File: config.mk
export PLATFORM = sky130hd
export DESIGN_NAME = zxuno_flash_sys
export DESIGN_NICKNAME = d
export VERILOG_FILES = /design/src/logic/zxuno_pkg.sv /design/src/logic/zxuno_reg_bus.sv /design/src/logic/master_conf.sv /design/src/logic/flash_spi.sv /design/src/logic/zxuno_flash_sys.sv
export SDC_FILE = /design/constraint.sdc
export NUM_CORES = 1
export LEC_CHECK = 0
export BUFFER_PORTS_ARGS = -buffer_cell sky130_fd_sc_hd__buf_2
export CAP_MARGIN = 25
export CORE_MARGIN = 2
export CORE_UTILIZATION = 55
export CTS_CLUSTER_SIZE = 16
export DETAILED_ROUTE_END_ITERATION = 10
export PLACE_DENSITY_LB_ADDON = 0.25
export SLEW_MARGIN = 20
export SYNTH_ARGS = -nofsm -noshare
export SYNTH_HDL_FRONTEND = slang
export SYNTH_SLANG_ARGS = --single-unit
File: constraint.sdc
create_clock -name clk -period 2.02 [get_ports clk]
set_input_delay 0.404 -clock clk [delete_from_list [all_inputs] [get_ports clk]]
set_output_delay 0.404 -clock clk [all_outputs]
set_load 0.01 [all_outputs]
File: src/logic/zxuno_pkg.sv
package zxuno_pkg;

   ////////////////////
   // I/O port map
   ////////////////////

   localparam logic [15:0] ZXUNOADDR_PORT = 16'hFC3B;  // Register number port
   localparam logic [15:0] ZXUNODATA_PORT = 16'hFD3B;  // Register data port

   ////////////////////
   // Register numbers
   ////////////////////

   localparam logic [7:0] REG_MASTERCONF = 8'h00;  // Config bits, bit 7 is the lock
   localparam logic [7:0] REG_FLASHSPI   = 8'h02;  // One SPI byte per access
   localparam logic [7:0] REG_FLASHCS    = 8'h03;  // Bit 0 is the flash CS level

   // Module clocks per SPI byte, two per sclk period
   localparam logic [4:0] SPI_HALF_CYCLES = 5'd16;

   ////////////////////
   // Bus structs
   ////////////////////

   // Register access, strobes last one cycle
   typedef struct packed {
      logic [7:0] num;   // Register number from the address latch
      logic       rd;    // Read of the data port
      logic       wr;    // Write of the data port
      logic [7:0] data;  // CPU write data
   } reg_req_t;

   // Answer from one register block
   typedef struct packed {
      logic [7:0] data;   // Read data
      logic       valid;  // Block owns the read
   } reg_rsp_t;

   // Serial flash outputs
   typedef struct packed {
      logic cs_n;  // Chip select, active low
      logic sclk;  // Serial clock
      logic mosi;  // Data to the flash
   } spi_pins_t;

endpackage

File: src/logic/zxuno_reg_bus.sv
`timescale 1ns/1ps

module zxuno_reg_bus (
   input  logic                 clk,
   input  logic                 reset,
   input  logic [15:0]          io_addr,   // CPU I/O address
   input  logic                 io_rd,     // One-cycle read strobe
   input  logic                 io_wr,     // One-cycle write strobe
   input  logic [7:0]           io_din,    // CPU write data
   output zxuno_pkg::reg_req_t  req,       // To all register blocks
   input  zxuno_pkg::reg_rsp_t  conf_rsp,  // From MASTERCONF
   input  zxuno_pkg::reg_rsp_t  spi_rsp,   // From the flash controller
   output logic [7:0]           io_dout,   // CPU read data
   output logic                 io_oe_n    // Low while io_dout is driven
);

   ////////////////////
   // Port decode
   ////////////////////

   logic       addr_hit;  // Access to the address port
   logic       data_hit;  // Access to the data port
   logic [7:0] reg_num;   // Current register number

   // Full 16-bit decode, as on the real machine
   assign addr_hit = (io_addr == zxuno_pkg::ZXUNOADDR_PORT);
   assign data_hit = (io_addr == zxuno_pkg::ZXUNODATA_PORT);

   ////////////////////
   // Address latch
   ////////////////////

   // Register number stays until the next address-port write
   always_ff @(posedge clk) begin
      if (reset) begin
         reg_num <= 8'h00;  // Points at MASTERCONF after reset
      end else if (addr_hit && io_wr) begin
         reg_num <= io_din;
      end
   end

   ////////////////////
   // Request strobes
   ////////////////////

   // Data-port strobes become register strobes in the same cycle
   always_comb begin
      req.num  = reg_num;
      req.rd   = data_hit && io_rd;  // Block decodes num itself
      req.wr   = data_hit && io_wr;
      req.data = io_din;             // Passed through unregistered
   end

   ////////////////////
   // Read-data merge
   ////////////////////

   // Address-port read has the latched number
   // Otherwise the one block that claims the read wins
   always_comb begin
      io_dout = 8'h00;  // Quiet bus when nothing drives
      io_oe_n = 1'b1;
      if (addr_hit && io_rd) begin
         io_dout = reg_num;
         io_oe_n = 1'b0;
      end else if (conf_rsp.valid) begin
         io_dout = conf_rsp.data;  // MASTERCONF
         io_oe_n = 1'b0;
      end else if (spi_rsp.valid) begin
         io_dout = spi_rsp.data;   // FLASHCS or FLASHSPI
         io_oe_n = 1'b0;
      end
      // Unimplemented registers leave io_oe_n high
   end

endmodule

File: src/logic/master_conf.sv
`timescale 1ns/1ps

module master_conf (
   input  logic                 clk,
   input  logic                 reset,
   input  zxuno_pkg::reg_req_t  req,     // Register access from the bus decoder
   output zxuno_pkg::reg_rsp_t  rsp,     // Read answer
   output logic                 locked   // Bit 7, blocks config and flash writes
);

   logic [7:0] conf_q;  // MASTERCONF value
   logic       hit;     // Request targets MASTERCONF

   assign hit = (req.num == zxuno_pkg::REG_MASTERCONF);

   ////////////////////
   // Config register
   ////////////////////

   // Once bit 7 is set nothing gets in until reset
   always_ff @(posedge clk) begin
      if (reset) begin
         conf_q <= 8'h00;  // Lock clear
      end else if (hit && req.wr && !conf_q[7]) begin
         conf_q <= req.data;
      end
   end

   assign locked = conf_q[7];

   ////////////////////
   // Read answer
   ////////////////////

   always_comb begin
      rsp.valid = hit && req.rd;       // Reads work even when locked
      rsp.data  = conf_q;              // Merge ignores data unless valid
   end

endmodule

File: src/logic/flash_spi.sv
`timescale 1ns/1ps

module flash_spi (
   input  logic                  clk,
   input  logic                  reset,
   input  zxuno_pkg::reg_req_t   req,     // Register access from the bus decoder
   input  logic                  locked,  // MASTERCONF lock, blocks writes
   output zxuno_pkg::reg_rsp_t   rsp,     // Read answer
   output zxuno_pkg::spi_pins_t  pins,    // Flash outputs
   input  logic                  miso     // Data from the flash
);

   ////////////////////
   // Register decode
   ////////////////////

   logic cs_hit;   // FLASHCS selected
   logic spi_hit;  // FLASHSPI selected
   logic spi_wr;   // Write transfer request
   logic spi_rd;   // Read transfer request

   assign cs_hit  = (req.num == zxuno_pkg::REG_FLASHCS);
   assign spi_hit = (req.num == zxuno_pkg::REG_FLASHSPI);
   assign spi_wr  = spi_hit && req.wr && !locked;  // Locked writes are dropped
   assign spi_rd  = spi_hit && req.rd;             // Reads always allowed

   ////////////////////
   // Chip select
   ////////////////////

   logic cs_q;  // Flash CS level, high is deselected

   always_ff @(posedge clk) begin
      if (reset) begin
         cs_q <= 1'b1;
      end else if (cs_hit && req.wr && !locked) begin
         cs_q <= req.data[0];
      end
   end

   ////////////////////
   // Shift engine
   ////////////////////

   logic       wr_busy;  // Write transfer running
   logic       rd_busy;  // Read transfer running
   logic [4:0] cnt;      // Half-cycle counter, bit 0 is sclk
   logic [7:0] tx_q;     // Outgoing byte, MSB on mosi
   logic [7:0] rx_q;     // Byte captured by the last read transfer
   logic       sclk;     // Flash clock, half the module clock
   logic       last;     // Final half cycle of a transfer

   assign sclk = cnt[0];
   assign last = (cnt == zxuno_pkg::SPI_HALF_CYCLES - 5'd1);

   always_ff @(posedge clk) begin
      if (reset) begin
         wr_busy <= 1'b0;
         rd_busy <= 1'b0;
         cnt     <= 5'd0;   // sclk low
         tx_q    <= 8'h00;  // mosi low
         rx_q    <= 8'h00;
      end else if (spi_wr && !wr_busy) begin
         // New write aborts any read in progress
         wr_busy <= 1'b1;
         rd_busy <= 1'b0;
         cnt     <= 5'd0;
         tx_q    <= req.data;
      end else if (spi_rd && !rd_busy) begin
         // CPU already took rx_q this cycle, refill it
         rd_busy <= 1'b1;
         wr_busy <= 1'b0;
         cnt     <= 5'd0;
         tx_q    <= 8'h00;  // Read sends zeros
         rx_q    <= 8'h00;
      end else if (wr_busy) begin
         if (sclk) begin
            tx_q <= {tx_q[6:0], 1'b0};  // Next bit after the high phase
         end
         cnt <= cnt + 5'd1;
         if (last) begin
            wr_busy <= 1'b0;  // cnt parks at 16, sclk low
         end
      end else if (rd_busy) begin
         if (sclk) begin
            rx_q <= {rx_q[6:0], miso};  // Sample while sclk is high
         end
         cnt <= cnt + 5'd1;
         if (last) begin
            rd_busy <= 1'b0;
         end
      end
   end

   ////////////////////
   // Outputs
   ////////////////////

   always_comb begin
      pins.cs_n = cs_q;
      pins.sclk = sclk;     // Low when idle, cnt is 0 or 16
      pins.mosi = tx_q[7];  // MSB first
   end

   // FLASHCS reads the CS level, FLASHSPI the last capture
   always_comb begin
      rsp.valid = req.rd && (cs_hit || spi_hit);
      if (cs_hit) begin
         rsp.data = {7'b0000000, cs_q};
      end else begin
         rsp.data = rx_q;
      end
   end

endmodule

File: src/logic/zxuno_flash_sys.sv
`timescale 1ns/1ps

module zxuno_flash_sys (
   input  logic                  clk,
   input  logic                  reset,
   input  logic [15:0]           io_addr,     // CPU I/O address
   input  logic                  io_rd,       // One-cycle read strobe
   input  logic                  io_wr,       // One-cycle write strobe
   input  logic [7:0]            io_din,      // CPU write data
   output logic [7:0]            io_dout,     // CPU read data
   output logic                  io_oe_n,     // Low while io_dout is valid
   output zxuno_pkg::spi_pins_t  flash_pins,  // To the serial flash
   input  logic                  flash_miso   // From the serial flash
);

   ////////////////////
   // Internal wires
   ////////////////////

   zxuno_pkg::reg_req_t req;       // Shared register request
   zxuno_pkg::reg_rsp_t conf_rsp;  // MASTERCONF answer
   zxuno_pkg::reg_rsp_t spi_rsp;   // Flash register answer
   logic                locked;    // Config lock into the flash block

   // Address latch, strobe decode, read merge
   zxuno_reg_bus i_reg_bus (
      .clk      (clk),
      .reset    (reset),
      .io_addr  (io_addr),
      .io_rd    (io_rd),
      .io_wr    (io_wr),
      .io_din   (io_din),
      .req      (req),
      .conf_rsp (conf_rsp),
      .spi_rsp  (spi_rsp),
      .io_dout  (io_dout),
      .io_oe_n  (io_oe_n)
   );

   // MASTERCONF, source of the lock
   master_conf i_master_conf (
      .clk    (clk),
      .reset  (reset),
      .req    (req),
      .rsp    (conf_rsp),
      .locked (locked)
   );

   // FLASHCS and FLASHSPI
   flash_spi i_flash_spi (
      .clk    (clk),
      .reset  (reset),
      .req    (req),
      .locked (locked),
      .rsp    (spi_rsp),
      .pins   (flash_pins),
      .miso   (flash_miso)
   );

endmodule

# Word level (Yosys, flattened, before mapping)
# Index checks and enable logic that the tools add are counted.
# Widths: inputs -> output; s select.
# word_totals
reg_bits	40
latch_bits	0
mem_bits_rw	0
romBits	0
output_inout_bits	12
wordCells	69
n_memories	0
# classes
add_sub_neg	1
multipliers	0
div	0
magnitude_cmp	0
eq_ne	6
n_shift	0
mux	24
n_bitwise	1
reduce_logical	29
# op_table
cell	n
$mux 8	12
$eq 16x16->1 const B	2
$eq 8x2->1 const B	2
$logic_and 1x1->1	15
$mux 1	10
$mux 5	2
$logic_not 8->1	1
$reduce_bool 2->1	3
$reduce_bool 3->1	2
$add 5x1->5 const B	1
$eq 5x4->1 const B	1
$reduce_and 4->1	1
$logic_not 1->1	3
$reduce_or 3->1	1
$ne 2x2->1 const B	1
$reduce_and 2->1	1
$reduce_or 2->1	1
$logic_or 1x1->1	1
$not 1->1	1

# Logic depth before layout (Yosys ltp)
# logic_depth
ltp_word	7
depth_mapped	6

# Cells and area by module
# Synthesis repeated with hierarchy kept, for this count alone.
# unflattened
hier_cells	232
hier_area_um2	2250.9
# by_module_without_submodules
mod	instances	cells_each	area_each_um2	seq_area_each_um2
flash_spi	1	116	1171.1	480.5
zxuno_reg_bus	1	78	698.2	160.2
master_conf	1	38	381.6	160.2

# Worst setup path before layout
# OpenSTA, ideal clock, no wires.
# synth_timing
kind	reg2out
start	reg i_reg_bus.reg_num[2]
end	out io_dout[0]
arrival_ns	1.462
required_ns	1.616
path_slack_ns	0.154
stages_incl_launch_ff	5
n_path_buf	0
path_cell_list	dfxtp_1 > or4_4 > nor3_1 > nand3_1 > a21oi_1
# synth_via
elab_chain_cells	6
# synth_rtl
element	line	text
start: declaration	zxuno_reg_bus.sv:23	logic [7:0] reg_num;
start signal: assignment	zxuno_reg_bus.sv:38	reg_num <= io_din;
$eq 8x2->1 (on tied branches)	flash_spi.sv:22, flash_spi.sv:23	
$logic_or 1x1->1	flash_spi.sv:107	rsp.valid = req.rd && (cs_hit || spi_hit);
$logic_and 1x1->1	flash_spi.sv:107	
$mux 8	zxuno_reg_bus.sv:69	end else if (spi_rsp.valid) begin
$mux 8 *	zxuno_reg_bus.sv:66	end else if (conf_rsp.valid) begin
$mux 8 *	zxuno_reg_bus.sv:63	if (addr_hit && io_rd) begin
end: declaration	zxuno_flash_sys.sv:10	output logic [7:0] io_dout,
# Every way passes the cells marked *; elsewhere a longest branch is shown, timed or not.

# Worst setup path in the final report
# layout_timing
start	reg i_reg_bus.reg_num[2]
end	out io_dout[2]
# layout_via
elab_chain_cells	6
# layout_rtl
element	line
$eq 8x2->1 (on tied branches)	flash_spi.sv:22, flash_spi.sv:23
$logic_or 1x1->1	flash_spi.sv:107
$logic_and 1x1->1	flash_spi.sv:107
$mux 8	zxuno_reg_bus.sv:69
$mux 8	zxuno_reg_bus.sv:66
$mux 8 *	zxuno_reg_bus.sv:63
# Marked as above.

==> impl_summary.txt <==
----------------------------------------------------
[Setup path]
  Worst path buffer plus inverter count ... 2
  Worst path required time ... around 1600 ps
  Delay contributed by the slowest stage of the critical path ... 590 ps
  CP startpoint kind ... register
  Arrival time reported for the critical path endpoint ... slightly below 2000 ps
  Type of the worst setup path ... reg2out
  Cell type of the slowest stage on the worst timing path ... or4_4
  CP top delay family ... simple AND/OR/NAND/NOR gates
  Critical path cell sequence ... or4_4, nor2_4, buf_4, nand3_1, a21oi_2, buf_2
  CP Capture Type ... output port
  Crit-path max FO ... 4

[Synth]
  Synth unique cells ... 49
  Flip-flop cell with the highest count after synthesis ... dfxtp_1
  Yosys warnings ... 0
  Syn Nets ... 265
  Synthesized area ... 2200 µm²
  Number of flip-flops and latches in the synthesized netlist ... 40
  Number of standard cells after synthesis ... 234
  Share of synthesized flip-flops with an asynchronous set or reset ... 0%
  Avg Inst Size Synth ... ~9.4 µm²
  Part of the Yosys area used for sequential elements ... ~36%
  Post-synth EDFFs ... 0

[Timing]
  Maximum achievable frequency ... 427 MHz
  Slew at the pin with the worst max-slew slack ... roughly 580 ps
  Setup violation total in the final timing report ... 9
  Share of the cycle needed by the critical path after routing ... 116%
  Hold Vio Cnt, Final ... 0
  Post-Route Skew ... roughly 9.2 ps
  Max-slew headroom ... 61.3%
  Final worst path period need ... 2340 ps
  RSZ-0062 raised after global routing ... yes
  Final critical-path setup slack ... -321 ps
  Max-slew violation total from the final report ... 0

[Finish]
  Antenna cells ... 0
  Area taken by flip-flops and latches ... between 800 and 900 µm²
  Layout Cells excl Fill ... 340
  Area growth, synth to finish ... 27.1%
  Fraction of layout instances using a drive strength above 1 ... 40.1%
  Nets@finish ... around 320
  Fill cell total of the finished layout ... 283
  Leading cell type in the layout, fill and taps excluded ... buf_2
  Leading cell types in the layout, fill and taps excluded ... buf_2, dfxtp_1, nor2_1, buf_4, mux2i_1
  Area used by multi-input combinational logic ... 1440 µm²

[Global routing]
  First-pass GRT wire length ... ~8.3 mm
  Largest net degree at the start of global routing ... 22
  All-layer global routing usage ... 24.6%
  Initial antenna violation count ... 0
  Number of global-route vias before repair ... ~1.8k
  Remaining global-route overflow ... 0

[Placed design]
  Port bufs ... 40
  Setup slack after placement ... -3.32 ps
  Estimated wirelength of the detail-placed design ... between 3 and 4 mm
  Dpl cells ... roughly 330
  Final weighted congestion in routability-driven placement ... ~0.85

[Clock network]
  Clock Pin Slew Worst Setup and Hold Paths ... around 80 ps
  Insertion delay to the later sink of the worst-skew pair ... roughly 300 ps
  Number of clock buffers inserted by TritonCTS ... 5
  TritonCTS clock tree ... yes
  Number of clock sinks ... 40
  Root buffer cell ... clkbuf_8
  Bufs on Longest Clock Path ... 2
  H-Tree Depth ... 2

[Floorplanning]
  Die Height ... a little under 70 µm
  Die Area ... 4520 µm²
  Width of the die ... ~67 µm
  Row cnt ... 22
  Area inside the core boundary ... 3740 µm²
  IO Pins ... roughly 40
  Initial core utilization ... around 59%

[Status]
  Violations in the final reports ... setup timing
  Run status ... finished with violations

[Drt]
  Routed wire length per instance ... 15.6 µm
  Via density per instance ... slightly below 6
  Number of detailed-routing iterations run before antenna repair ... 4
  Antenna viol nets, final ... 0
  Total routed wirelength ... between 5 and 6 mm
  Number of vias after detailed routing ... 1979
  Post-route DRC ... 0
  Violation count after the first detailed-routing iteration ... 73

[Pwr]
  Worst vdd ir ... between 0.4 and 0.5 mV
  Leakage Power ... between 1 and 1.5 nW
  Overall power ... around 1.4 mW
  Power per cell area ... ~510 nW/µm²

[Flow run]
  Number of violations of the max-capacitance limit ... 0

[Worst hold path]
  Worst Hold Class ... in2reg

----------------------------------------------------
==> Yosys cell counts (5+ instances only) <==
| library cell | count | area, µm² |
|---|---|---|
| nand3_1 | 10 | 50.1 |
| nand3b_1 | 15 | 113 |
| o221ai_1 | 8 | 70.1 |
| inv_1 | 5 | 18.8 |
| a2bb2oi_1 | 6 | 52.6 |
| mux2_2 | 7 | 78.8 |
| mux2i_1 | 18 | 180 |
| or2b_2 | 7 | 61.3 |
| nand2_1 | 8 | 30.0 |
| nor2_1 | 25 | 93.8 |
| clkbuf_1 | 7 | 26.3 |
| dfxtp_1 | 40 | 801 |
| nand2b_1 | 10 | 62.6 |
| a21oi_1 | 10 | 50.1 |
| o21ai_0 | 8 | 40.0 |
| buf_4 | 5 | 37.5 |
==> final timing paths <==
kind                                      startpoint                   end  depth (start not counted)  slack [ps]
worst min-delay path                       io_din[5]  i_reg_bus.reg_num[5]                          3         380
worst max-delay path            i_reg_bus.reg_num[2]            io_dout[2]                          6        -320
worst min register to register   i_flash_spi.tx_q[0]   i_flash_spi.tx_q[0]                          2         480
worst max register to register  i_reg_bus.reg_num[2]   i_flash_spi.rx_q[7]                          6          10
==> registers in the layout, summed over array words and instances, names as in the netlist <==
register,cells
i_flash_spi.rx_q,8
i_flash_spi.tx_q,8
i_master_conf.conf_q,8
i_reg_bus.reg_num,8
i_flash_spi.cnt,5
i_flash_spi.cs_q,1
i_flash_spi.rd_busy,1
i_flash_spi.wr_busy,1
==> metal layers <==
| layer | routed length, µm | vias to the layer above | track usage [%] |
|---|---|---|---|
| met2 | 2470 | 67 | 40.5 |
| met3 | 324 | 7 | 4.50 |
| met4 | 85 | 0 | 9.95 |
| li1 | - | 969 | - |
| met1 | 2430 | 936 | 31.7 |
| met5 | 0 | - | 0 |
==> timing repair <==
| item | CTS | global route |
|---|---|---|
| cloned | 0 | 1 |
| resized for setup | 3 | 19 |
| setup buffers | 1 | 3 |
| setup endpoints to repair | 9 | 30 |
| hold buffers | 0 | 0 |
| hold endpoints to repair | 0 | 0 |
| pin swaps | 7 | 9 |
==> per-stage QoR <==
step | cell area (µm²) | utilization [%] | TNS, ps | hold slack [ps]
2_1_floorplan | 2200 | - | 0 | 440
5_1_grt | 2800 | 74.7 | -3100 | 385
6_report | 2800 | 74.7 | -2220 | 378
3_3_place_gp | 2520 | 67.3 | 0 | 455
4_1_cts | 2640 | 70.5 | -2740 | 373
3_5_place_dp | 2520 | 67.3 | -3.32 | 466
==> power by group <==
| group | switching [mW] | internal, mW | total, mW |
|---|---|---|---|
| logic | 0.0504 | 0.0413 | 0.0916 |
| clock network | 0.284 | 0.276 | 0.561 |
| registers | 0.00000193 | 0.788 | 0.788 |
==> area by class of cell <==
type | count | share of cell area (%)
clock inverters | 2 | 0.537
multi-input cells | 177 | 51.4
repair buffers | 62 | 13.6
well taps | 48 | 2.15
inverters | 5 | 0.671
clock buffers | 6 | 2.95
flip-flops and latches | 40 | 28.7
==> cell families (layout without fill, tap and decap cells) <==
group                    count (synthesis)  after routing  synth area share [%]
AO/OA/AOI/OAI                           41             41                  13.1
XOR/XNOR                                 3              3                  1.19
adder cells (fa/ha/maj)                  2              2                  1.14
buffers and inverters                   18             75                  4.26
flip-flops                              40             40                  36.4
multiplexers                            25             25                  11.8
AND/OR/NAND/NOR                        105            106                  32.1
==> worst min-delay path, delay by kind of cell <==
kind | cells | cell delay (ps)
simple gates | 1 | 70
mux | 1 | 60
buf+inv | 1 | 100
No activity file was read; power rests on OpenSTA's default activity.
